<file path="config.mk">
export PLATFORM = sky130hd
export DESIGN_NAME = regFile
export DESIGN_NICKNAME = d
export VERILOG_FILES = /design/src/hdl/rvPkg.sv /design/src/hdl/regFile.sv
export SDC_FILE = /design/constraint.sdc
export NUM_CORES = 2
export LEC_CHECK = 0
export BUFFER_PORTS_ARGS = -buffer_cell sky130_fd_sc_hd__buf_2
export CORE_MARGIN = 1
export CORE_UTILIZATION = 35
export CTS_CLUSTER_SIZE = 30
export DETAILED_ROUTE_END_ITERATION = 16
export PLACE_DENSITY_LB_ADDON = 0.08
export SYNTH_ARGS = -nofsm -noshare
export SYNTH_HDL_FRONTEND = slang
export SYNTH_SLANG_ARGS = --single-unit
</file>
<file path="constraint.sdc">
create_clock -name CLK -period 2.22 [get_ports CLK]
set_input_delay 0.444 -clock CLK [delete_from_list [all_inputs] [get_ports CLK]]
set_output_delay 0.444 -clock CLK [all_outputs]
set_load 0.02 [all_outputs]
</file>
<file path="src/hdl/rvPkg.sv">
package rvPkg;

    // Memory sizes in words
    localparam int instMemDepth = 64;
    localparam int dataMemDepth = 64;
    localparam int instMemAw    = $clog2(instMemDepth); // 6 bits
    localparam int dataMemAw    = $clog2(dataMemDepth); // 6 bits
    localparam int regCount     = 32;

    typedef logic [31:0] wordT;     // Data, address or instruction
    typedef logic [4:0]  regAddrT;
    typedef logic [3:0]  aluSelT;
    typedef logic [6:0]  opcodeT;
    typedef logic [2:0]  funct3T;

    // Major opcodes of the supported subset
    localparam opcodeT opRType  = 7'b0110011;
    localparam opcodeT opIArith = 7'b0010011;
    localparam opcodeT opLoad   = 7'b0000011;
    localparam opcodeT opStore  = 7'b0100011;
    localparam opcodeT opBranch = 7'b1100011;

    // funct3 codes
    localparam funct3T f3AddSub = 3'b000;
    localparam funct3T f3Slt    = 3'b010;
    localparam funct3T f3Xor    = 3'b100;
    localparam funct3T f3Or     = 3'b110;
    localparam funct3T f3And    = 3'b111;

    // inst[30] value that turns ADD into SUB
    localparam logic f7SubBit = 1'b1;

    // ALU operation selects
    localparam aluSelT aluAdd = 4'd0;
    localparam aluSelT aluSub = 4'd1;
    localparam aluSelT aluAnd = 4'd2;
    localparam aluSelT aluOr  = 4'd3;
    localparam aluSelT aluXor = 4'd4;
    localparam aluSelT aluSlt = 4'd5;

endpackage

</file>
<file path="src/hdl/regFile.sv">
`timescale 1ns/100ps

module regFile import rvPkg::*; (
    input  logic    CLK,
    input  logic    rstN,
    input  logic    we,
    input  regAddrT rs1,
    input  regAddrT rs2,
    input  regAddrT rd,
    input  wordT    wData,
    output wordT    rData1,
    output wordT    rData2
);

    wordT regs [regCount];

    always_ff @(posedge CLK or negedge rstN) begin
        if (!rstN) begin
            for (int i = 0; i < regCount; i++) begin
                regs[i] <= '0;
            end
        end else if (we && (rd != '0)) begin   // x0 is never written
            regs[rd] <= wData;
        end
    end

    // Asynchronous read ports
    assign rData1 = (rs1 == '0) ? '0 : regs[rs1];
    assign rData2 = (rs2 == '0) ? '0 : regs[rs2];

endmodule

</file>
==> reports/qor.yml <==
crit_path_max_fanout: 3
cp_data_required_time_ns: 1.78
grt_max_degree: 70
synth_top_area_share_pct: 47.1
tns_ns: -38.77
violations: "setup timing"
ff2ff_setup_slack_ns: 1.29
ys_ff_latch: 1024
grt_usage_pct: 28.0
ys_top_cells_by_area: "dfrtp_1 47%, mux2_2 22%, mux4_2 19%"
drv_cap: 0
die_h_um: 396
ant_nets: 0
clock_latency_ns: 0.76
path_class: "flop to primary output"
via_count: 37400
finClkSkew_ns: 0
hold_class: "input port to asynchronous set/reset pin"
pwr-share-clk_pct: 36.2
p_leak_uw: 0.0296
power.density_nw_per_um2: 876
arrival_ns: 2.49
internal_power_uw: 43300
grt_pass1_vias: 39900
cp-end-kind: "primary output"
rows: 144
grt-ovfl-total: 0
final_common_cell: "dfrtp_1"
cts-root-buf: "clkbuf_16"
cts.path.max_buffers: 3
dieArea_um2: 157000
drive_gt1_share_pct: 65.8
synthFlopType: "dfrtp_1"
p_comb_share_pct: 22.5
worst_pin_slew_ns: 0.933
met3_usage_pct: 5.12
ir_drop_v: 0.000791
wl_um: 219000
synth_edf_count: 0
switchingPower_uw: 17100
path_buf_inv: 2
slew_viol_final: 0
syn_nets: 3671
synthArstFlopShare_pct: 100
rsz0062_at_grt: "yes"
globalplace.congestion: 0.837
via_per_inst: 6.10
met2_usage_pct: 43.9
drt-initial-drc-count: 2896
ys.warnings.count: 0
grt_antenna_before_repair: 13
core_area_um2: 154000
status: "finished, violations left"
p_total_uw: 60400
syn_inst: 3621
max_flop_register: "regs"
fmax_ghz: 0.341
p_sw_share_pct: 28.3
postSynthAreaPerCell_um2: 15.0
top_regs: "regs (1024)"
drt_first_pass_iters: 5
largest_register_ffs: 1024
top_usage_layer: "met2"
n_fill_cell: 13500
slowest_delay_ns: 0.49
critical_path.cell_chain: "mux4_2 -> mux2_4 -> o21ai_4 -> a311oi_2 -> buf_4 -> buf_6"
post-route-util_pct: 44.8
cts_htree_levels: 4
met1_usage_pct: 39.0
most-common-layout-cells: "1024 x dfrtp_1, 1006 x mux2_2, 448 x mux4_2"
clk_pin_slew_ns: 0.05
share_seq_of_total_power_pct: 41.3
syn_to_final_growth_pct: 26.9
finalWorstSetupSlack_ns: -0.712
ios: 114
port_buffers: 113
clock-sinks: 1024
holdWs_ns: 0.221
slew-limit-headroom_pct: 37.3
synth.largest_area_cell: "dfrtp_1"
synth_area_um2: 54400
grt_first_pass_wirelength_um: 312000
initial_core_util_pct: 35.3
cts_made_buffers: 130
nNetsFinal: 4026
timing.final.crit_share_pct: 132
die_w_um: 396
cts_tree: "done"
finalSetupViolCount: 64
drc_errors: 0
min_period_ns: 2.93
yosysUniqueCellTypes: 35
wl_per_cell_um: 35.7
place_ws_ns: -0.935
critPathLaunchType: "flop"
yosysSeqAreaShare_pct: 47.1
critPathTopFamily: "multiplexers"
hold_violations: 0
dp_hpwl_um: 143000
crit_slowest_cell: "mux4_2"
[worst paths after layout]
kind | startpoint | end | cells past startpoint
setup / recovery | regs[552]$_DFFE_PN0P_ | rData2[8] | 6
hold / removal | rstN | regs[1018]$_DFFE_PN0P_ | 2
setup reg to reg | regs[676]$_DFFE_PN0P_ | regs[676]$_DFFE_PN0P_ | 2
hold reg to reg | regs[1016]$_DFFE_PN0P_ | regs[1016]$_DFFE_PN0P_ | 0
max in group asynchronous | rstN | regs[956]$_DFFE_PN0P_ | 3
min in group CLK | wData[27] | regs[603]$_DFFE_PN0P_ | 2
[through the flow]
step                area [um^2]  instances
floorplan                 55500       3621
global placement          62700       5869
detailed placement        62700       5869
CTS                       68500       6111
global route              69000       6119
finish                    69000       6122
[kinds of logic after synthesis]
| group | Yosys count | synth area share [%] |
|---|---|---|
| AOI/OAI and AO/OA | 366 | 4.84 |
| muxes | 1632 | 42.8 |
| buffers and inverters | 434 | 3.63 |
| DFF | 1024 | 47.1 |
| and+or+nand+nor | 165 | 1.61 |
[synthesized netlist by cell type, types with 18 or more instances]
master,n
a211oi_1,64
a221oi_1,46
a22oi_1,64
a311oi_1,64
buf_2,170
buf_4,34
clkbuf_1,223
dfrtp_1,1024
mux2_2,1046
mux2i_1,128
mux4_2,448
nand2_1,49
nor2_1,19
nor2b_1,71
o2111ai_1,18
o21ai_0,101
[routing by layer]
layer  share of wire [%]  vias up
met1                  44    20600
met3                 6.3      431
met4                 3.5        6
met5               0.017        -
met2                  46     1465
li1                    -    14800
[worst register-to-register path, cell delays in order (launching register included)]
cell and delay (ns):
dfrtp_1 0.40, buf_4 0.14, mux2_2 0.27
[power groups by stage]
stage,Sequential [uW],Combinational (uW),Clock [uW]
2_1_floorplan,24100,8820,0
3_3_place_gp,24800,12200,0
3_5_place_dp,25200,12600,0
4_1_cts,24900,13400,22300
5_1_grt,25400,14400,23000
6_report,25000,13600,21900
[repair_timing]
action | 4_1_cts | 5_1_grt
pin swaps | 75 | 33
gates cloned | 2 | 0
hold endpoints to repair | 174 | 0
hold buffers | 1 | 0
buffers inserted | 18 | 9
endpoints found under the setup margin | 64 | 64
resized for setup | 353 | 76
[area by class of cell]
type	count	area, um^2	area share [%]
diodes	4	10.0	0.0145
flip-flops and latches	1024	25600	37.1
multi-input cells	2164	29100	42.1
inverters	2	12.5	0.0181
repair buffers	654	7370	10.7
clock inverters	44	571	0.827
clock buffers	186	3790	5.49
well taps	2044	2560	3.71
No activity file was read; power rests on OpenSTA's default activity.
