File: src/hdl/rvPkg.sv
package rvPkg;

    // Memory sizes in words
    localparam int instMemDepth = 64;
    localparam int dataMemDepth = 64;
    localparam int instMemAw    = $clog2(instMemDepth); // 6 bits
    localparam int dataMemAw    = $clog2(dataMemDepth); // 6 bits
    localparam int regCount     = 32;

    typedef logic [31:0] wordT;     // Data, address or instruction
    typedef logic [4:0]  regAddrT;
    typedef logic [3:0]  aluSelT;
    typedef logic [6:0]  opcodeT;
    typedef logic [2:0]  funct3T;

    // Major opcodes of the supported subset
    localparam opcodeT opRType  = 7'b0110011;
    localparam opcodeT opIArith = 7'b0010011;
    localparam opcodeT opLoad   = 7'b0000011;
    localparam opcodeT opStore  = 7'b0100011;
    localparam opcodeT opBranch = 7'b1100011;

    // funct3 codes
    localparam funct3T f3AddSub = 3'b000;
    localparam funct3T f3Slt    = 3'b010;
    localparam funct3T f3Xor    = 3'b100;
    localparam funct3T f3Or     = 3'b110;
    localparam funct3T f3And    = 3'b111;

    // inst[30] value that turns ADD into SUB
    localparam logic f7SubBit = 1'b1;

    // ALU operation selects
    localparam aluSelT aluAdd = 4'd0;
    localparam aluSelT aluSub = 4'd1;
    localparam aluSelT aluAnd = 4'd2;
    localparam aluSelT aluOr  = 4'd3;
    localparam aluSelT aluXor = 4'd4;
    localparam aluSelT aluSlt = 4'd5;

endpackage

File: src/hdl/instMem.sv
`timescale 1ns/100ps

module instMem import rvPkg::*; (
    input  logic                 CLK,
    input  logic                 progWe,
    input  logic [instMemAw-1:0] progAddr,
    input  wordT                 progData,
    input  wordT                 addr,
    output wordT                 inst
);

    wordT mem [instMemDepth];

    // Program load port
    always_ff @(posedge CLK) begin
        if (progWe) begin
            mem[progAddr] <= progData;
        end
    end

    // Fetch by word index, upper address bits wrap
    assign inst = mem[addr[instMemAw+1:2]];

endmodule

File: config.mk
export PLATFORM = sky130hd
export DESIGN_NAME = instMem
export DESIGN_NICKNAME = d
export VERILOG_FILES = /design/src/hdl/rvPkg.sv /design/src/hdl/instMem.sv
export SDC_FILE = /design/constraint.sdc
export NUM_CORES = 2
export LEC_CHECK = 0
export BUFFER_PORTS_ARGS = -buffer_cell sky130_fd_sc_hd__buf_2
export CAP_MARGIN = 20
export CORE_ASPECT_RATIO = 1.2
export CORE_MARGIN = 2
export CORE_UTILIZATION = 40
export DETAILED_ROUTE_END_ITERATION = 8
export SYNTH_ARGS = -nofsm -noshare
export SYNTH_HDL_FRONTEND = slang
export SYNTH_SLANG_ARGS = --single-unit
File: constraint.sdc
create_clock -name CLK -period 6.4 [get_ports CLK]
set_clock_uncertainty 0.05 [all_clocks]
set_input_delay 1.6 -clock CLK [delete_from_list [all_inputs] [get_ports CLK]]
set_output_delay 1.6 -clock CLK [all_outputs]
set_load 0.02 [all_outputs]
==> flow_metrics.env <==
export IMPL_outcome="finished, final reports clean"
export IMPL_rsz0062_at_grt="false"
export IMPL_power_mw=27.2
export IMPL_grt_pass1_vias=37200
export IMPL_slew_headroom_pct=26.2
export IMPL_crit_type="input pin to primary output"
export IMPL_largest_reg_flops=2048
export IMPL_final_max_slew_viol_count=0
export IMPL_boundaryPins=104
export IMPL_overflow=0
export IMPL_routed_wirelength_um=195000
export IMPL_io_buffers=77
export IMPL_register_area_mm2=0.0615
export IMPL_cts_buffer_depth=3
export IMPL_final_cells=6353
export IMPL_antenna_found_initial=19
export IMPL_placed_cells=5981
export IMPL_ir_drop_mv=0.297
export IMPL_start_util_pct=40.2
export IMPL_grt_pass1_wl_um=277000
export IMPL_synth_fp_nets=3364
export IMPL_die_area_mm2=0.198
export IMPL_required_ns=4.75
export IMPL_ys_seq_area_share_pct=79.0
export IMPL_core_area_mm2=0.194
export IMPL_p_leak_nw=27.7
export IMPL_ys_seq_elements=2048
export IMPL_cts_made_buffers=186
export IMPL_power_density_mw_per_mm2=304
export IMPL_final_hold_viol_count=0
export IMPL_cts_tree="built"
export IMPL_layout_drive_gt1_share_pct=31.0
export IMPL_htree_levels=4
export IMPL_layout_common_cells="edfxtp_1, mux4_2, clkbuf_16, buf_4, mux2i_1"
export IMPL_drtPass1Iterations=5
export IMPL_fillCellCount=16000
export IMPL_max_stage_delay_ns=0.59
export IMPL_vias=36200
export IMPL_synthesis_area_mm2=0.0779
export IMPL_drc=0
export IMPL_cp_startpoint="addr[2]"
export IMPL_die_w_um=407
export IMPL_wl_per_cell_um=30.7
export IMPL_finalCritPeriodShare_pct=93.2
export IMPL_crit_chain="buf_8, buf_12, buf_12, buf_4, mux2i_1, a22oi_1, and3_1, o32ai_1, nor3_1, buf_2"
export IMPL_worst_pin_slew_ns=1.10
export IMPL_multi_input_area_mm2=0.0160
export IMPL_clkTransAtPathRegs_ns=0.07
export IMPL_setup_tns_final_ns=0
export IMPL_layout_commonest_cell="edfxtp_1"
export IMPL_fin_util_pct=46.2
export IMPL_grt_max_degree=65
export IMPL_cts_root_buf="clkbuf_16"
export IMPL_drt_iter0_drc=4347
export IMPL_postCtsHoldBufs=0
export IMPL_die_h_um=487
export IMPL_viasPerCell=5.70
export IMPL_num_rows=177
export IMPL_worstPathArrival_ns=4.31
export IMPL_min_from="progData[20]"
export IMPL_setup_violations_final=0
export IMPL_path_max_fanout=27
export IMPL_slowest_stage="o32ai_1"
export IMPL_num_nets_final=3672
export IMPL_worstSetupEndpointType="primary output"
export IMPL_area_growth_pct=14.8
export IMPL_ctsResizeCount=0
export IMPL_grt_total_usage_pct=19.8
export IMPL_hp_class="input pin to register"
export IMPL_synth_warnings=0
export IMPL_gp_congestion=0.766
export IMPL_top_regs="mem (2048)"
export IMPL_cts_sinks=2048
export IMPL_drtAntennaViolNets=0
export IMPL_period_needed_ns=5.96
export IMPL_syn_instance_count=3292
export IMPL_crit_top_cell="buf_12"
export IMPL_maxCapViolations=0
export IMPL_dp_hpwl_um=112000
export IMPL_post_synth_cell_area_avg_um2=23.7
export IMPL_top_register="mem"
export IMPL_startpoint_type="input pin"
export IMPL_synth_cell_types=33
export IMPL_post_cts_buffers=0
export IMPL_fmax_ghz=0.168
## synth_stat cells, drive strengths merged
| library cell | instances | area share, % |
|---|---|---|
| clkbuf | 74 | 0.36 |
| nor2b | 15 | 0.12 |
| mux4 | 544 | 16 |
| o221ai | 27 | 0.30 |
| or3 | 3 | 0.024 |
| a41o | 4 | 0.051 |
| o32ai | 4 | 0.045 |
| nand3 | 5 | 0.032 |
| nand3b | 5 | 0.048 |
| mux2i | 93 | 1.2 |
| nand4 | 2 | 0.016 |
| nor2 | 137 | 0.66 |
| nand2 | 26 | 0.13 |
| a31oi | 1 | 0.0080 |
| buf | 108 | 0.78 |
| and3 | 4 | 0.032 |
| nor3 | 7 | 0.045 |
| nand2b | 8 | 0.064 |
| o22ai | 84 | 0.67 |
| a21oi | 62 | 0.40 |
| a311oi | 8 | 0.090 |
| edfxtp | 2048 | 79 |
| and2 | 2 | 0.016 |
| or2 | 3 | 0.024 |
| or3b | 5 | 0.056 |
| nand4b | 1 | 0.011 |
| a22oi | 12 | 0.12 |
## cell type report
class / instances / share of cell area, %
clock inverter: 97 / 0.883
tap: 2595 / 3.63
multi-input combinational: 1062 / 17.9
antenna: 3 / 0.00840
timing repair buffer: 302 / 3.13
sequential: 2048 / 68.8
clock buffer: 246 / 5.67
## stage by stage
step                      hold slack (ns)  setup slack [ns]  instance area [um^2]
final                                1.00             0.435                 89400
after global routing                0.970             0.344                 89400
after CTS                            1.33             0.398                 88900
after detailed placement             2.22             0.388                 83000
after global placement               2.21             0.387                 83000
after floorplan                      1.65              1.35                 77900
## power by group
group	switching, mW	internal, mW
Combinational	0.909	0.574
Clock	4.80	6.05
Sequential	0.0185	14.8
## worst paths after layout
check           to  depth (start not counted)  slack (ns)
max        inst[8]                         10        0.44
min    mem[61][20]                          1        1.00
## routing by layer
metal | GRT usage, % | vias to the layer above | wire length, um
met1 | 27.7 | 19800 | 81300
met4 | 5.05 | 8 | 4700
li1 | - | 14800 | -
met5 | 0 | - | 49
met3 | 3.31 | 278 | 12600
met2 | 32.4 | 1358 | 96400
## cells by family after synthesis
| group | after synthesis | synth area share [%] |
|---|---|---|
| buffers and inverters | 182 | 1.14 |
| AOI/OAI and AO/OA | 202 | 1.69 |
| DFF | 2048 | 79.0 |
| muxes | 637 | 16.9 |
| and+or+nand+nor | 223 | 1.28 |
## critical path: cells and delay by family
| kind | cells | cell delay (ns) |
|---|---|---|
| multiplexers | 1 | 0.23 |
| AND/OR/NAND/NOR | 2 | 0.46 |
| AO/OA/AOI/OAI | 2 | 0.70 |
| buffers and inverters | 5 | 1.25 |
Note: power is estimated with default switching activity, not from simulation.
