### src/hdl/rvPkg.sv
package rvPkg;

    // Memory sizes in words
    localparam int instMemDepth = 64;
    localparam int dataMemDepth = 64;
    localparam int instMemAw    = $clog2(instMemDepth); // 6 bits
    localparam int dataMemAw    = $clog2(dataMemDepth); // 6 bits
    localparam int regCount     = 32;

    typedef logic [31:0] wordT;     // Data, address or instruction
    typedef logic [4:0]  regAddrT;
    typedef logic [3:0]  aluSelT;
    typedef logic [6:0]  opcodeT;
    typedef logic [2:0]  funct3T;

    // Major opcodes of the supported subset
    localparam opcodeT opRType  = 7'b0110011;
    localparam opcodeT opIArith = 7'b0010011;
    localparam opcodeT opLoad   = 7'b0000011;
    localparam opcodeT opStore  = 7'b0100011;
    localparam opcodeT opBranch = 7'b1100011;

    // funct3 codes
    localparam funct3T f3AddSub = 3'b000;
    localparam funct3T f3Slt    = 3'b010;
    localparam funct3T f3Xor    = 3'b100;
    localparam funct3T f3Or     = 3'b110;
    localparam funct3T f3And    = 3'b111;

    // inst[30] value that turns ADD into SUB
    localparam logic f7SubBit = 1'b1;

    // ALU operation selects
    localparam aluSelT aluAdd = 4'd0;
    localparam aluSelT aluSub = 4'd1;
    localparam aluSelT aluAnd = 4'd2;
    localparam aluSelT aluOr  = 4'd3;
    localparam aluSelT aluXor = 4'd4;
    localparam aluSelT aluSlt = 4'd5;

endpackage

### src/hdl/pcUnit.sv
`timescale 1ns/100ps

module pcUnit import rvPkg::*; (
    input  logic CLK,
    input  logic rstN,
    input  logic run,
    input  logic takeBranch,
    input  wordT imm,
    output wordT pc
);

    wordT pcPlus4;
    wordT branchTarget;
    wordT nextPc;

    assign pcPlus4      = pc + 32'd4;
    assign branchTarget = pc + imm;   // B immediate already carries bit 0
    assign nextPc       = takeBranch ? branchTarget : pcPlus4;

    always_ff @(posedge CLK or negedge rstN) begin
        if (!rstN) begin
            pc <= '0;
        end else if (run) begin   // Holds while paused
            pc <= nextPc;
        end
    end

endmodule

### config.mk
export PLATFORM = sky130hd
export DESIGN_NAME = pcUnit
export DESIGN_NICKNAME = d
export VERILOG_FILES = /design/src/hdl/rvPkg.sv /design/src/hdl/pcUnit.sv
export SDC_FILE = /design/constraint.sdc
export NUM_CORES = 1
export LEC_CHECK = 0
export ABC_CLOCK_PERIOD_IN_PS = 2800
export BUFFER_PORTS_ARGS = -buffer_cell sky130_fd_sc_hd__buf_4
export CAP_MARGIN = 20
export CORE_MARGIN = 4
export CORE_UTILIZATION = 52
export DETAILED_ROUTE_END_ITERATION = 12
export PLACE_DENSITY_LB_ADDON = 0.1
export SETUP_SLACK_MARGIN = 0.2
export SYNTH_ARGS = -nofsm -noshare
export SYNTH_HDL_FRONTEND = slang
export SYNTH_SLANG_ARGS = --single-unit
### constraint.sdc
create_clock -name CLK -period 2.8 [get_ports CLK]
set_clock_uncertainty 0.2 [all_clocks]
set_input_delay 0.56 -clock CLK [delete_from_list [all_inputs] [get_ports CLK]]
set_output_delay 0.56 -clock CLK [all_outputs]
set_load 0.01 [all_outputs]
==> impl_metrics.json <==
{
  "setup_viol": 0,
  "synthAdderAreaFrac_pct": 11.24,
  "coreArea_sq_mm": 0.006907,
  "crit_path_end_kind": "flop",
  "r2r_end": "pc[28]",
  "yosys-top-cells-area": "dfrtp_1 (21%), ha_1 (11%), a21oi_1 (7.8%)",
  "seq_area_sq_um": 805.8,
  "async_flop_share_pct": 100.0,
  "globalplace.congestion": 0.9646,
  "wl_per_cell_microns": 17.83,
  "r2r_setup_slack_ns": 0.04,
  "clk_pin_slew_worst_paths_ns": 0.08,
  "powerDensity_mw_per_mm2": 1117,
  "crit_type": "reg2reg",
  "synthesis.area_sq_mm": 0.003740,
  "slowest_delay_ns": 0.45,
  "die_h_microns": 92.81,
  "grt-ovfl-total": 0,
  "crit_path_top_delay_cell": "a2111o_1",
  "io_buffers": 67,
  "leakagePower_nw": 2.425,
  "synth_cells": 478,
  "status": "completed",
  "cp_max_fo": 4,
  "cts_buffers": 5,
  "wirelength_mm": 12.78,
  "netlist.area_leader.share_pct": 21.41,
  "cts_tree": "built",
  "synth-seq-cells": 32,
  "grt_max_degree": 39,
  "synth_top_family_by_area": "compound AO/OA/AOI/OAI gates",
  "htreeDepth": 2,
  "synth-simple-area-share_pct": 21.34,
  "num_vias": 4391,
  "yosys.area.top_type": "dfrtp_1",
  "dr.pass1.iters": 5,
  "hp-class": "in2async",
  "initialDrtViolationCount": 268,
  "worstMarginPinSlew_ns": 0.4815,
  "synthXorXnorAreaFrac_pct": 5.855,
  "die_w_microns": 92.81,
  "track_usage_pct": 28.69,
  "synth_cell_types": 74,
  "row_count": 30,
  "num_antenna_cells": 0,
  "nets": 689,
  "antenna_found_initial": 0,
  "ys_seq_area_share_pct": 21.41,
  "relSlewSlack_pct": 67.56,
  "fmax_ghz": 0.3624,
  "p_clk_share_pct": 6.6,
  "fin_hold_ws_ns": 0.01918,
  "r2r_cells": 11,
  "synthMuxAreaShare_pct": 1.539,
  "grt_pass1_wl_mm": 20.20,
  "top_register": "pc",
  "hold_viol": 0,
  "crit_arrival_ns": 2.74,
  "setup-tns-final_ns": 0,
  "area_growth_pct": 43.83,
  "fill_cells": 527,
  "pwr-share-seq_pct": 16.0,
  "initial_core_util_pct": 54.15,
  "rr_startpoint": "pc[0]",
  "syn_area_per_cell_sq_um": 7.824,
  "insertion_delay_ns": 0.29,
  "clock_sinks": 32,
  "clockBufferDepth": 2,
  "synth-edff-count": 0,
  "syn_nets": 547,
  "boundaryPins": 68,
  "final_layout_size_suffix_gt1_share_pct": 38.81,
  "largest_reg_flops": 32,
  "peakVddDrop_v": 0.0005300,
  "p_sw_share_pct": 46.11,
  "crit_chain": "ha_4 -> inv_2 -> fa_2 -> nor2b_4 -> o31ai_2 -> a2111o_1 -> a211oi_2 -> nor2_2 -> o31ai_2 -> xnor2_1 -> a21oi_1",
  "slew_viol_final": 0,
  "critPathRequiredTime_ns": 2.78,
  "synth_compound_area_share_pct": 33.79,
  "fin_crit_ns": 2.760,
  "rsz0062_at_grt": "true",
  "dp_hpwl_mm": 9.066,
  "ys.flop_type": "dfrtp_1",
  "multi_input_area_sq_mm": 0.003074,
  "root_buffer": "clkbuf_8",
  "grt_pass1_vias": 4203,
  "ant_nets": 0,
  "cap_violations": 0,
  "largest_registers": "pc: 32 flops",
  "cpMostUsedCell": "o31ai_2",
  "die_area_sq_mm": 0.008613,
  "yosysWarnings": 0,
  "timing.final.crit_share_pct": 98.56,
  "power.net_switching_w": 0.002771,
  "via_per_inst": 6.124,
  "drc": 0,
  "critPathLaunchType": "flop",
  "p_int_w": 0.003239,
  "comb_power_share_pct": 77.4
}
## worst max-delay path, delay by kind of cell, from the launching register on
family | cells | cell delay (ns)
compound gates | 5 | 1.13
fa+ha+maj | 2 | 0.51
flops | 1 | 0.39
simple gates | 2 | 0.22
xor+xnor | 1 | 0.16
buf+inv | 1 | 0.04
## how the worst max path moves through the flow
stage | depth (start not counted) | start | to | slack [ns]
6_report | 11 | pc[0] | pc[28] | 0.04
5_1_grt | 11 | pc[0] | pc[28] | -0.09
4_1_cts | 11 | pc[0] | pc[28] | 0.08
3_5_place_dp | 12 | imm[0] | pc[28] | -0.21
3_3_place_gp | 12 | imm[0] | pc[24] | -0.13
2_1_floorplan | 11 | imm[0] | pc[28] | 0.04
## area by class of cell
type	instances	area share, %
clock buffer	8	1.675
timing repair buffer	164	23.26
multi-input combinational	407	57.15
inverter	10	0.6978
tap	96	2.233
sequential	32	14.98
## per-stage QoR
stage	total power, W	setup slack, ns	utilization (%)	instance area (sq um)	std cells
2_1_floorplan	0.003327	0.04391	-	3802	478
3_3_place_gp	0.004845	-0.1330	70.40	4862	690
3_5_place_dp	0.004926	-0.2142	70.40	4862	690
4_1_cts	0.005460	0.08496	73.13	5051	705
5_1_grt	0.006467	-0.09440	77.88	5379	717
6_report	0.006011	0.04042	77.88	5379	717
## cell usage after synthesis, types with 9 or more instances
library cell	number
a211oi_1	9
a21o_1	14
a21oi_1	58
clkbuf_1	21
dfrtp_1	32
ha_1	32
inv_1	10
nand2_1	36
nand3_1	18
nand4_1	13
nor2_1	38
nor3_1	10
o21ai_0	42
xnor2_1	14
xor2_1	11
## placed cells by master, fill, tap and decap left out, drive strengths merged, types with 5 or more instances in the layout
master,synthesis,routed
xor2,11,11
o21ai,47,47
buf,6,164
ha,32,32
and3,6,6
nand4,14,14
dfrtp,32,32
a21o,15,15
nand3,18,18
a31o,9,9
inv,10,10
nor3,11,11
nor2,38,38
a211oi,10,10
a21oi,58,58
clkbuf,23,8
a221oi,5,5
xnor2,14,14
nand2,37,37
## power groups by stage
stage | combinational [W] | sequential (W) | clock [W]
floorplan | 0.00224 | 0.00108 | 0
global placement | 0.00389 | 0.000951 | 0
detailed placement | 0.00397 | 0.000959 | 0
CTS | 0.00411 | 0.000951 | 0.000402
global route | 0.00506 | 0.000985 | 0.000421
finish | 0.00465 | 0.000959 | 0.000399
## repair_timing
action	4_1_cts	5_1_grt
hold buffers	0	0
cloned	0	0
gates resized for setup	8	46
pin swaps	13	21
endpoints found under the setup margin	14	21
setup buffers	7	12
## logic make-up (layout without fill, tap and decap cells)
group | after synthesis | after routing
compound gates | 191 | 191
xor+xnor | 25 | 25
fa+ha+maj | 33 | 33
buf+inv | 39 | 182
flops | 32 | 32
mux | 5 | 5
simple gates | 153 | 153
## metal layers
metal | share of wire (%) | GRT usage [%] | vias to the layer above | wire length (microns)
li1 | - | - | 2100 | -
met2 | 49 | 48.29 | 171 | 6318
met1 | 43 | 38.06 | 2103 | 5452
met4 | 1.6 | 8.791 | 0 | 206
met3 | 6.3 | 3.818 | 17 | 806
met5 | 0 | 0 | - | 0
No activity file was read; power rests on OpenSTA's default activity.
