[config.mk]
export PLATFORM = sky130hd
export DESIGN_NAME = dataMem
export DESIGN_NICKNAME = d
export VERILOG_FILES = /design/src/hdl/rvPkg.sv /design/src/hdl/dataMem.sv
export SDC_FILE = /design/constraint.sdc
export NUM_CORES = 2
export LEC_CHECK = 0
export BUFFER_PORTS_ARGS = -buffer_cell sky130_fd_sc_hd__buf_2
export CAP_MARGIN = 0
export CORE_ASPECT_RATIO = 0.5
export CORE_MARGIN = 3
export CORE_UTILIZATION = 40
export CTS_BUF_LIST = sky130_fd_sc_hd__clkbuf_16
export DETAILED_ROUTE_END_ITERATION = 16
export PLACE_DENSITY_LB_ADDON = 0.2
export SLEW_MARGIN = 20
export SYNTH_ARGS = -nofsm -noshare
export SYNTH_HDL_FRONTEND = slang
export SYNTH_SLANG_ARGS = --single-unit
[constraint.sdc]
create_clock -name CLK -period 4.2 [get_ports CLK]
set_input_delay 0.21 -clock CLK [delete_from_list [all_inputs] [get_ports CLK]]
set_output_delay 0.21 -clock CLK [all_outputs]
set_load 0.05 [all_outputs]
[src/hdl/rvPkg.sv]
package rvPkg;

    // Memory sizes in words
    localparam int instMemDepth = 64;
    localparam int dataMemDepth = 64;
    localparam int instMemAw    = $clog2(instMemDepth); // 6 bits
    localparam int dataMemAw    = $clog2(dataMemDepth); // 6 bits
    localparam int regCount     = 32;

    typedef logic [31:0] wordT;     // Data, address or instruction
    typedef logic [4:0]  regAddrT;
    typedef logic [3:0]  aluSelT;
    typedef logic [6:0]  opcodeT;
    typedef logic [2:0]  funct3T;

    // Major opcodes of the supported subset
    localparam opcodeT opRType  = 7'b0110011;
    localparam opcodeT opIArith = 7'b0010011;
    localparam opcodeT opLoad   = 7'b0000011;
    localparam opcodeT opStore  = 7'b0100011;
    localparam opcodeT opBranch = 7'b1100011;

    // funct3 codes
    localparam funct3T f3AddSub = 3'b000;
    localparam funct3T f3Slt    = 3'b010;
    localparam funct3T f3Xor    = 3'b100;
    localparam funct3T f3Or     = 3'b110;
    localparam funct3T f3And    = 3'b111;

    // inst[30] value that turns ADD into SUB
    localparam logic f7SubBit = 1'b1;

    // ALU operation selects
    localparam aluSelT aluAdd = 4'd0;
    localparam aluSelT aluSub = 4'd1;
    localparam aluSelT aluAnd = 4'd2;
    localparam aluSelT aluOr  = 4'd3;
    localparam aluSelT aluXor = 4'd4;
    localparam aluSelT aluSlt = 4'd5;

endpackage

[src/hdl/dataMem.sv]
`timescale 1ns/100ps

module dataMem import rvPkg::*; (
    input  logic CLK,
    input  logic we,
    input  wordT addr,
    input  wordT wData,
    output wordT rData
);

    wordT mem [dataMemDepth];

    // Power-up contents are zero
    initial begin
        for (int i = 0; i < dataMemDepth; i++) begin
            mem[i] = '0;
        end
    end

    always_ff @(posedge CLK) begin
        if (we) begin
            mem[addr[dataMemAw+1:2]] <= wData;   // Word store only
        end
    end

    assign rData = mem[addr[dataMemAw+1:2]];

endmodule

==> report_table.html <==
<table>
<tr><th>Metric</th><th>Value</th></tr>
<tr><th colspan="2">Finish</th></tr>
<tr><td>Seq. cell area</td><td>61500 um2</td></tr>
<tr><td>Largest register FFs</td><td>about 2000</td></tr>
<tr><td>Fillers</td><td>16288</td></tr>
<tr><td>Most common library cell in the layout ignoring fill and taps</td><td>edfxtp_1</td></tr>
<tr><td>Area grow syn2layout</td><td>14.6%</td></tr>
<tr><td>Commonest cells after routing, fill and taps aside</td><td>edfxtp_1, mux2i_1, buf_4</td></tr>
<tr><td>Fraction of final layout cells sized beyond drive strength 1</td><td>0.200</td></tr>
<tr><td>Area of the multi-input gates</td><td>between 15000 and 20000 um2</td></tr>
<tr><td>Final layout net count</td><td>between 4000 and 5000</td></tr>
<tr><th colspan="2">Placement</th></tr>
<tr><td>Input/output buffers</td><td>slightly above 70</td></tr>
<tr><td>Post-detailed-placement half-perimeter wirelength</td><td>127 mm</td></tr>
<tr><td>Gpl congestion</td><td>0.814</td></tr>
<tr><th colspan="2">Route</th></tr>
<tr><td>DR DRC count</td><td>0</td></tr>
<tr><td>Violation count after the first detailed-routing iteration</td><td>4630</td></tr>
<tr><td>Post-route antenna net violation count</td><td>0</td></tr>
<tr><td>DRT Wirelength</td><td>217 mm</td></tr>
<tr><td>Per-cell routed wire length</td><td>roughly 30 um</td></tr>
<tr><td>Routed via count</td><td>42123</td></tr>
<tr><td>TritonRoute pass-1 iters</td><td>6</td></tr>
<tr><td>Vias per cell</td><td>5.84</td></tr>
<tr><th colspan="2">Worst setup path</th></tr>
<tr><td>Buffering stage count on the worst path with inverters included</td><td>1</td></tr>
<tr><td>Stages on the worst setup path</td><td>6</td></tr>
<tr><td>Crit-path max FO</td><td>1</td></tr>
<tr><td>Required time of the critical path</td><td>3.99 ns</td></tr>
<tr><td>Cell family with the largest share of critical-path delay</td><td>simple AND/OR/NAND/NOR gates</td></tr>
<tr><td>Slowest CP cell</td><td>or4b_1</td></tr>
<tr><td>Cell Chain, Critical Path</td><td>mux4_2, mux2i_1, nor2_1, or4b_1, or4_1, buf_2</td></tr>
<tr><td>CP startpoint kind</td><td>register</td></tr>
<tr><td>Element type at the critical path end</td><td>output port</td></tr>
<tr><td>Critical path arrival</td><td>3.70 ns</td></tr>
<tr><td>Highest cell delay on the worst timing path</td><td>0.68 ns</td></tr>
<tr><td>Worst Setup Path Type</td><td>register to output port</td></tr>
<tr><th colspan="2">Floorplan</th></tr>
<tr><td>IO Pins</td><td>98</td></tr>
<tr><td>Die H</td><td>319 um</td></tr>
<tr><td>Floorplan row count</td><td>between 100 and 150</td></tr>
<tr><td>Die footprint</td><td>~200000 um2</td></tr>
<tr><td>Initial cell density of the core</td><td>0.404</td></tr>
<tr><td>Width of the die</td><td>632 um</td></tr>
<tr><td>Area of the placeable core</td><td>between 150000 and 200000 um2</td></tr>
<tr><th colspan="2">Timing</th></tr>
<tr><td>Post-layout min period</td><td>3.91 ns</td></tr>
<tr><td>Measured slew at the worst slew-check pin</td><td>1.06 ns</td></tr>
<tr><td>Total Negative Setup Slacks</td><td>0 ns</td></tr>
<tr><td>Hold Fails Final Rpt</td><td>0</td></tr>
<tr><td>Rel. slew slack</td><td>0.294</td></tr>
<tr><td>Final-report max-slew violation count</td><td>0</td></tr>
<tr><td>Unrepaired setup endpoints after global routing</td><td>false</td></tr>
<tr><td>Count of final setup violators</td><td>0</td></tr>
<tr><td>Maximum frequency from static timing analysis</td><td>256 MHz</td></tr>
<tr><td>Share of the clock period used by the worst path after layout</td><td>0.932</td></tr>
<tr><th colspan="2">GRT</th></tr>
<tr><td>Via count of the first global-routing pass</td><td>42307</td></tr>
<tr><td>Pin count of the biggest net entering global routing</td><td>104</td></tr>
<tr><td>Global-route wire length before repair</td><td>around 310 mm</td></tr>
<tr><td>Overall Global Routing Usage</td><td>0.213</td></tr>
<tr><td>Total congestion overflow</td><td>0</td></tr>
<tr><td>Initial antenna violation count</td><td>9</td></tr>
<tr><th colspan="2">Clocking</th></tr>
<tr><td>Largest buffer count on any clock path</td><td>3</td></tr>
<tr><td>Number of post-CTS setup repair buffers</td><td>0</td></tr>
<tr><td>Clock slew at the register clock pins of the worst setup and hold paths</td><td>~0.060 ns</td></tr>
<tr><td>Number of resized instances in the post-cts repair step</td><td>0</td></tr>
<tr><td># clock sinks</td><td>2048</td></tr>
<tr><td>Number of buffers created by CTS</td><td>184</td></tr>
<tr><td>Buffer type at the clock tree root</td><td>clkbuf_16</td></tr>
<tr><td>Htree depth</td><td>4</td></tr>
<tr><td>Cts hold-fix bufs</td><td>4</td></tr>
<tr><td>Clock tree from TritonCTS</td><td>yes</td></tr>
<tr><th colspan="2">Yosys</th></tr>
<tr><td>Synth async-reset ratio</td><td>0</td></tr>
<tr><td>Number of synthesized register bits</td><td>2048</td></tr>
<tr><td>Syn nets</td><td>4273</td></tr>
<tr><td>Post-Synthesis Cells</td><td>4207</td></tr>
<tr><td>Portion of the post-synthesis area used by sequential elements</td><td>0.786</td></tr>
<tr><td>YS warnings</td><td>0</td></tr>
<tr><td>EDFF count, synth</td><td>2048</td></tr>
<tr><td>Post-synthesis instance area</td><td>78300 um2</td></tr>
<tr><td>Count of different cell masters after synthesis</td><td>55</td></tr>
<tr><td>Synthesized area divided by synthesized cell count</td><td>18.6 um2</td></tr>
<tr><td>Post-synth top flop</td><td>edfxtp_1</td></tr>
<tr><th colspan="2">Power and ir drop</th></tr>
<tr><td>Max rail drop VDD</td><td>428 uV</td></tr>
<tr><td>Total Power</td><td>slightly above 40000 uW</td></tr>
<tr><td>Power per Cell Area</td><td>463 nW/um2</td></tr>
<tr><td>Leak</td><td>just under 0.03 uW</td></tr>
<tr><th colspan="2">Min path</th></tr>
<tr><td>Hold worst-path end</td><td>mem[54][29]</td></tr>
<tr><td>Path type of the worst min-delay path</td><td>input pin to register</td></tr>
<tr><td>Worst hold path stage count</td><td>2</td></tr>
<tr><td>Hold wc startpoint</td><td>wData[29]</td></tr>
<tr><th colspan="2">Run status</th></tr>
<tr><td>Status</td><td>finished clean</td></tr>
<tr><th colspan="2">Run</th></tr>
<tr><td>Max-Cap Viols</td><td>0</td></tr>
</table>
cells in the mapped netlist, drive strengths merged, types with 22 or more instances:
master	number	area (um2)
edfxtp	2048	61500
mux2i	259	2590
a22oi	188	1410
a221oi	175	1530
clkbuf	169	638
mux2	147	1660
nor2	145	544
buf	129	682
a21oi	121	606
mux4	96	2160
o22ai	93	582
and3	85	532
o21ai	85	425
o22a	70	613
a22o	66	578
nand3	54	270
a31oi	43	269
nand2	28	105
nor3	22	110
per-stage QoR:
| stage | hold WS, ns | setup slack (ns) | cell area (um2) | util | std cells |
|---|---|---|---|---|---|
| global route | 0.0735 | 0.197 | 89700 | 0.463 | 7207 |
| finish | 0.0621 | 0.286 | 89700 | 0.463 | 7211 |
| detailed placement | 0.671 | 0.429 | 83700 | 0.432 | 6855 |
| global placement | 0.653 | 0.370 | 83700 | 0.432 | 6855 |
| floorplan | 0.309 | 0.751 | 78300 | - | 4207 |
| CTS | 0.0245 | 0.159 | 89600 | 0.462 | 7199 |
metal layers:
| metal | vias to the layer above | GRT usage | share of wire |
|---|---|---|---|
| met5 | - | 0 | 0 |
| met1 | 22285 | 0.297 | 0.43 |
| met2 | 1488 | 0.348 | 0.48 |
| met4 | 0 | 0.0643 | 0.029 |
| met3 | 309 | 0.0323 | 0.064 |
| li1 | 18041 | - | - |
cell type report:
type | count | area share
Clock buffer | 190 | 0.0530
Inverter | 2 | 0.000167
Tap cell | 2610 | 0.0364
Multi-Input combinational cell | 1859 | 0.179
Antenna cell | 4 | 0.000112
Clock inverter | 150 | 0.0118
Sequential cell | 2048 | 0.686
Timing Repair Buffer | 348 | 0.0340
logic make-up (layout without fill, tap and decap cells):
| family | after synthesis | after routing | share of synthesized area |
|---|---|---|---|
| DFF | 2048 | 2048 | 0.786 |
| AOI/OAI and AO/OA | 933 | 933 | 0.0873 |
| muxes | 502 | 502 | 0.0819 |
| and+or+nand+nor | 424 | 424 | 0.0283 |
| buffers and inverters | 300 | 690 | 0.0170 |
| other | 0 | 4 | 0 |
power by group:
group	internal (uW)	switching [uW]	total, uW
clock	9030	7400	16400
sequential	22600	30.0	22700
combinational	733	1730	2460
total	32400	9160	41500
worst max path at each step:
stage,start,endpoint,slack [ns]
3_5_place_dp,addr[2],rData[6],0.43
5_1_grt,mem[21][25],rData[25],0.20
4_1_cts,mem[21][15],rData[15],0.16
2_1_floorplan,addr[4],mem[15][0],0.75
3_3_place_gp,addr[3],rData[24],0.37
6_report,mem[21][25],rData[25],0.29
(Power assumes the default switching activity.)
