==> config.mk <==
export PLATFORM = sky130hd
export DESIGN_NAME = alu
export DESIGN_NICKNAME = d
export VERILOG_FILES = /design/src/hdl/rvPkg.sv /design/src/hdl/alu.sv
export SDC_FILE = /design/constraint.sdc
export NUM_CORES = 1
export LEC_CHECK = 0
export CAP_MARGIN = 5
export CORE_MARGIN = 2
export CORE_UTILIZATION = 55
export DETAILED_ROUTE_END_ITERATION = 10
export DONT_BUFFER_PORTS = 1
export PLACE_DENSITY = 0.7
export RECOVER_POWER = 50
export SYNTH_ARGS = -nofsm -noshare
export SYNTH_HDL_FRONTEND = slang
export SYNTH_SLANG_ARGS = --single-unit
==> constraint.sdc <==
create_clock -name vclk -period 4.4
set_input_delay 0.44 -clock vclk [all_inputs]
set_output_delay 0.44 -clock vclk [all_outputs]
set_load 0.1 [all_outputs]
==> src/hdl/rvPkg.sv <==
package rvPkg;

    // Memory sizes in words
    localparam int instMemDepth = 64;
    localparam int dataMemDepth = 64;
    localparam int instMemAw    = $clog2(instMemDepth); // 6 bits
    localparam int dataMemAw    = $clog2(dataMemDepth); // 6 bits
    localparam int regCount     = 32;

    typedef logic [31:0] wordT;     // Data, address or instruction
    typedef logic [4:0]  regAddrT;
    typedef logic [3:0]  aluSelT;
    typedef logic [6:0]  opcodeT;
    typedef logic [2:0]  funct3T;

    // Major opcodes of the supported subset
    localparam opcodeT opRType  = 7'b0110011;
    localparam opcodeT opIArith = 7'b0010011;
    localparam opcodeT opLoad   = 7'b0000011;
    localparam opcodeT opStore  = 7'b0100011;
    localparam opcodeT opBranch = 7'b1100011;

    // funct3 codes
    localparam funct3T f3AddSub = 3'b000;
    localparam funct3T f3Slt    = 3'b010;
    localparam funct3T f3Xor    = 3'b100;
    localparam funct3T f3Or     = 3'b110;
    localparam funct3T f3And    = 3'b111;

    // inst[30] value that turns ADD into SUB
    localparam logic f7SubBit = 1'b1;

    // ALU operation selects
    localparam aluSelT aluAdd = 4'd0;
    localparam aluSelT aluSub = 4'd1;
    localparam aluSelT aluAnd = 4'd2;
    localparam aluSelT aluOr  = 4'd3;
    localparam aluSelT aluXor = 4'd4;
    localparam aluSelT aluSlt = 4'd5;

endpackage

==> src/hdl/alu.sv <==
`timescale 1ns/100ps

module alu import rvPkg::*; (
    input  wordT   a,
    input  wordT   b,
    input  aluSelT sel,
    output wordT   result,
    output logic   zero
);

    logic lessThan;

    // Signed compare for SLT
    assign lessThan = $signed(a) < $signed(b);

    always_comb begin
        case (sel)
            aluAdd:  result = a + b;
            aluSub:  result = a - b;
            aluAnd:  result = a & b;
            aluOr:   result = a | b;
            aluXor:  result = a ^ b;
            aluSlt:  result = {31'b0, lessThan};
            default: result = a + b;
        endcase
    end

    assign zero = (result == '0);   // Used by BEQ

endmodule

==> results of run 1 <==
[cell usage after synthesis (8+ instances only)]
master      n  share of area [%]
a21o_1     11                1.5
nand2b_1   11                1.3
a21oi_1    85                7.8
nand3_1    20                1.8
nand2_1    72                5.0
nor3_1     30                2.8
nor2_1    110                7.6
o31ai_1    14                1.9
ha_1       96                 22
nand4_1     8               0.92
and3_1      8               0.92
o211ai_1   13                1.8
inv_1      90                6.2
a211oi_1   13                1.8
clkbuf_1   38                2.6
a31oi_1    12                1.4
mux2i_1     9                1.7
o21ai_0    43                4.0
[layout by cell type (no fill, tap or decap), types with 6 or more instances in the layout]
master	instances
nand4_1	8
a21oi_2	6
a211oi_1	11
clkbuf_1	11
o31ai_1	9
nor2_1	109
o31ai_2	6
o211ai_1	13
buf_4	161
nor4_1	7
nand2b_1	10
a21o_1	11
o21ai_1	7
a31oi_1	10
mux2i_1	9
and3_1	8
nand2_1	70
ha_1	88
o21bai_1	7
o21ai_2	8
a211o_1	6
o21ai_0	34
o21a_1	7
a22oi_1	7
a21oi_1	78
nor3_1	27
nand3_1	20
a221oi_1	6
inv_1	88
[final timing paths]
| path | startpoint | to | slack (ns) | depth (start not counted) |
|---|---|---|---|---|
| worst min-delay path | sel[0] | result[22] | 1.36 | 2 |
| worst max-delay path | b[21] | zero | -0.15 | 12 |
[kinds of logic after synthesis]
logic type      share of synthesized area [%]
xor+xnor                                0.323
buf+inv                                  9.94
mux                                      1.87
compound gates                           36.4
simple gates                             28.6
fa+ha+maj                                22.9
[where the power goes]
| group | internal (mW) | switching, mW |
|---|---|---|
| combinational | 0.510 | 1.02 |
| sequential | 0 | 0 |
| clock | 0 | 0 |
[cell type report]
type	instances	area share (%)
Multi-Input combinational cell	717	73.7
Timing Repair Buffer	178	19.0
Inverter	92	4.97
Tap cell	133	2.31
[what timing repair did]
item | in CTS | in global routing
buffers inserted | 5 | 0
endpoints found under the hold margin | 0 | 0
resized for setup | 39 | 17
setup endpoints to repair | 1 | 1
gates cloned | 0 | 0
pin swaps | 24 | 10
[layer usage]
metal  up-vias  wire [um]  GRT usage [%]
met5         -          0              0
li1       3395          -              -
met2       515       9940           67.2
met1      3361       8470           50.4
met4         0        985           14.1
met3       107       2450           6.25
[through the flow]
| step | TNS (ns) | utilization (%) | cell area [um2] | worst slack (ns) |
|---|---|---|---|---|
| 3_3_place_gp | -0.412 | 71.7 | 6940 | -0.412 |
| 3_5_place_dp | -0.399 | 71.7 | 6940 | -0.399 |
| 4_1_cts | -0.0645 | 74.1 | 7180 | -0.0645 |
| 6_report | -0.153 | 74.3 | 7190 | -0.153 |
| 2_1_floorplan | -1.05 | - | 5510 | -1.05 |
| 5_1_grt | -0.231 | 74.3 | 7190 | -0.231 |
==> reports/results.txt, run 1 <==
CP endpoint kind - output port
Seq Cell Count - 0
Final Hold Violating Endpoints - 0
status - finished with violations
GPL Wtd Cong - 1.02
I/O Pins - 101
fin nets - 1,155
DR WL/cell - 19.5 um
global route overflow - 0
CP peak stage delay - 0.83 ns
# fillers - 774
antenna-violating nets left - 0
Max Cap Viol - 0
final period utilization - 103%
Crit path required time - 3.96 ns
via-per-instance ratio - 6.59
failing checks - negative setup slack
Slew Limit Headroom - 16.9%
Synth cell types - 78
port buffer count - 0
final setup fails - 1
Pre-antenna DRT Iters - 6
Post-Layout Cell Count - 1,120
Power Dens Cells - 213 nW/um2
Buf+Inv Stages, Crit Path - 3
overall power - 1.53 mW
Max VDD drop - 143 uV
Crit Path Max Fanout - 3
worst hold margin - 1.36 ns
Worst path slowest cell - o41ai_1
core area - 9680 um2
syn_nets - 1,023
worst path cell trace - inv_1 -> ha_1 -> inv_1 -> a21oi_1 -> o31ai_1 -> o41ai_1 -> a31oi_4 -> or4_4 -> a32o_1 -> or4bb_1 -> nor4_4 -> buf_12
first-pass GRT wire length - 33.9 mm
Residual DRC - 0
Slew @ Worst Pin - 1.25 ns
Hold/Removal Path Class - primary input to output port
Placed Instances - 1,115
total number of vias - 7,378
sequential cell area fraction in the yosys report - 0%
CP most frequent cell - inv_1
drt total wl - 21.8 mm
multi-input logic area - 5300 um2
Slew Limit Fails - 0
Reg area - 0 um2
critical path class - primary input to output port
Starting Density - 56.0%
min cycle time layout - 4.55 ns
critical path launch point type - primary input
DIE AREA - 10,700 um2
fmax - 0.220 GHz
die extent in x - 103 um
Syn Area/Cell - 6.33 um2
delay-heaviest family, CP - compound AO/OA/AOI/OAI gates
largest net degree at the start of global routing - 29
worst setup margin - -0.153 ns
Die H - 103 um
Syn Std Cell Area - 5430 um2
share of cells above drive strength 1 - 25.2%
crit path DAT - 4.11 ns
# hold bufs at CTS - 0
Yosys warnings - 0
number of clock buffers in the layout - 0
Layout area overhead - 32.6%
n_diodes - 0
GR Util All Layers - 39.5%
Lkg Pwr - 3.45 nW
RSZ-0062 raised after global routing - yes
vias in the first global route - 7,123
initial antenna violation count - 0
Syn Inst Count - 857
row count - 36
Final HPWL DP - 17.4 mm
initial drt markers - 561
No activity file was read; power rests on OpenSTA's default activity.
==> inputs of run 2 (changes only) <==
Settings changed: CELL_PAD_IN_SITES_DETAIL_PLACEMENT set to 1, CELL_PAD_IN_SITES_GLOBAL_PLACEMENT set to 1, CORE_UTILIZATION 55 to 48, PLACE_DENSITY 0.7 to unset, PLACE_DENSITY_LB_ADDON set to 0.1.
==> reports/results.txt, run 2 <==
top cell type's share of synthesized area - 22.1% (unchanged)
Syn Area/Cell - 6.33 um2 (unchanged)
xor/xnor share of the synthesized area - 0.323% (unchanged)
top-count cell post-synth - nor2_1
combinational family with the most area after synthesis - compound AO/OA/AOI/OAI gates
Synth cell types - 78 (unchanged)
# hold bufs at CTS - 0 (unchanged)
Syn Inst Count - 857 (unchanged)
Starting Density - 49.6% (-6.4 points)
port buffer count - 0 (unchanged)
Stopped at - global routing
GR Util All Layers - 69.6%
status - stopped before the end
simple-gate share of the synthesized area - 28.6% (unchanged)
Syn Std Cell Area - 5430 um2 (unchanged)
dpl ws - -0.454 ns (-0.0549 ns)
row count - 38 (+5.6%)
global route overflow - 1
Die H - 110 um (+6.8%)
Yosys warnings - 0 (unchanged)
area share of fa/ha/maj cells after synthesis - 22.9% (unchanged)
syn_nets - 1,023 (unchanged)
Placed Instances - 1,124 (+0.81%)
Error - [ERROR GRT-0232] Routing congestion too high. Check the congestion heatmap in the GUI.
mux contribution to synthesized area - 1.87% (unchanged)
die extent in x - 110 um (+6.8%)
Final HPWL DP - 22.5 mm (+30%)
sequential cell area fraction in the yosys report - 0% (unchanged)
largest net degree at the start of global routing - 27
compound-cell area share of the yosys netlist - 36.4% (unchanged)
most frequent cells after synthesis - 110 x nor2_1, 96 x ha_1, 90 x inv_1, 85 x a21oi_1, 72 x nand2_1
post-GRT worst EP - zero
GPL Wtd Cong - 0.994 (-2.4%)
main area contributors after synthesis - ha_1 22%, a21oi_1 7.8%, nor2_1 7.6%
Worst EP kind - primary output
I/O Pins - 101 (unchanged)
Yosys top cell by area - ha_1
run 2: what timing repair did:
item	CTS
pin swaps	12
endpoints found under the setup margin	1
resized for setup	34
setup buffers	3
run 2: cell families after synthesis:
logic type	count (synthesis)
AO/OA/AOI/OAI	290
XOR/XNOR	2
adder cells (fa/ha/maj)	98
buffers and inverters	140
multiplexers	10
AND/OR/NAND/NOR	317
run 2: routing by layer:
layer  overflow  track usage (%)
met5          0             16.5
met4          1             66.1
met3          0             57.4
met2          0             85.4
met1          0             69.8
run 2: through the flow:
step	hold slack [ns]	cell area (um2)	utilization, %
floorplan	1.40	5510	-
global placement	1.34	6930	63.4
detailed placement	1.34	6930	63.4
CTS	1.34	7090	64.9
==> inputs of run 3 (changes only) <==
Settings changed: CELL_PAD_IN_SITES_DETAIL_PLACEMENT 1 to unset, CELL_PAD_IN_SITES_GLOBAL_PLACEMENT 1 to unset, CORE_UTILIZATION 48 to 40, PLACE_DENSITY_LB_ADDON 0.1 to 0.15.
==> reports/results.txt, run 3 (synthesis results as in run 1) <==
# hold bufs at CTS - 0 (unchanged)
commonest non-fill, non-tap cell in the layout - buf_4
Final HPWL DP - 18.5 mm (-18%)
worst hold margin - 1.35 ns
min cycle time layout - 4.57 ns
DR WL/cell - 18.9 um
via-per-instance ratio - 6.04
crit path DAT - 4.13 ns
initial antenna violation count - 0
Lkg Pwr - 3.54 nW
Residual DRC - 0
port buffer count - 0 (unchanged)
dpl ws - -0.392 ns (+0.0619 ns)
GR Util All Layers - 29.8%
overall power - 1.56 mW
Starting Density - 41.0% (-8.6 points)
status - finished with violations
Slew Limit Fails - 0
die extent in x - 120 um (+9.2%)
Max Cap Viol - 0
Pre-antenna DRT Iters - 6
fin nets - 1,177
Final Hold Violating Endpoints - 0
Placed Instances - 1,176 (+4.6%)
antenna-violating nets left - 0
CP endpoint kind - output port
n_diodes - 0
Die H - 120 um (+9.2%)
Slew @ Worst Pin - 1.25 ns
Power Dens Cells - 213 nW/um2
Reg area - 0 um2
row count - 42 (+11%)
critical path class - primary input to output port
final setup fails - 1
Layout area overhead - 35.1%
drt total wl - 22.4 mm
DIE AREA - 14,500 um2
worst setup margin - -0.169 ns
Crit Path Max Fanout - 3
RSZ-0062 raised after global routing - yes
vias in the first global route - 6,927
Max VDD drop - 137 uV
Hold/Removal Path Class - primary input to output port
initial drt markers - 737
critical path launch point type - primary input
GPL Wtd Cong - 0.975 (-1.9%)
commonest non-fill, non-tap cells in the layout - 182 x buf_4, 110 x nor2_1, 91 x ha_1
number of clock buffers in the layout - 0
fmax - 0.219 GHz
largest net degree at the start of global routing - 27
Slew Limit Headroom - 16.9%
share of cells above drive strength 1 - 26.1%
total number of vias - 7,159
Crit path required time - 3.96 ns
core area - 13,200 um2
Seq Cell Count - 0
global route overflow - 0
I/O Pins - 101 (unchanged)
final period utilization - 104%
first-pass GRT wire length - 35.5 mm
Post-Layout Cell Count - 1,185
failing checks - negative setup slack
==> run 3: per-stage QoR <==
step	TNS (ns)	instance area (um2)	util, %
2_1_floorplan	-1.05	5510	-
3_3_place_gp	-0.360	7100	53.6
3_5_place_dp	-0.392	7100	53.6
4_1_cts	-0.139	7240	54.7
5_1_grt	-0.257	7330	55.3
6_report	-0.169	7330	55.3
==> run 3: where the power goes <==
part           switching [mW]  leakage, nW  internal (mW)  total [mW]
Combinational            1.02         3.54          0.542        1.56
Clock                       0            0              0           0
Sequential                  0            0              0           0
==> run 3: cell type report <==
cell class / count / area, um2
Fill cell: 1344 / 5910
Multi-Input combinational cell: 717 / 5230
Timing Repair Buffer: 200 / 1530
Inverter: 92 / 358
Tap cell: 176 / 220
==> run 3: worst paths after layout <==
path	endpoint	slack [ns]	startpoint	cells past startpoint
worst min-delay path	result[22]	1.35	sel[0]	2
worst max-delay path	zero	-0.17	a[0]	16
==> run 3: metal layers <==
layer  track usage, %  part of all wire, %  wire length (um)  vias up
li1                 -                    -                 -     3420
met1             42.3                   45             10000     3357
met2             49.8                   46             10300      341
met3             2.03                  7.2              1610       41
met4             5.74                  2.0               457        0
met5                0                    0                 0        -
==> run 3: timing repair <==
item,CTS,global route
gates resized for setup,26,20
setup buffers,4,5
setup endpoints to repair,1,1
cloned,0,0
pin swaps,22,14
==> run 3: worst max-delay path, cell delays in order <==
cell and delay (ns):
inv_12 0.03, ha_4 0.12, inv_2 0.04, fa_2 0.37
nand2b_4 0.11, a2111oi_4 0.08, o31a_1 0.35, o211ai_1 0.28
nor2b_4 0.21, or4_4 0.16, a31oi_4 0.08, or4_1 0.51
a32o_2 0.29, or4bb_4 0.53, nor4_4 0.32, buf_12 0.22
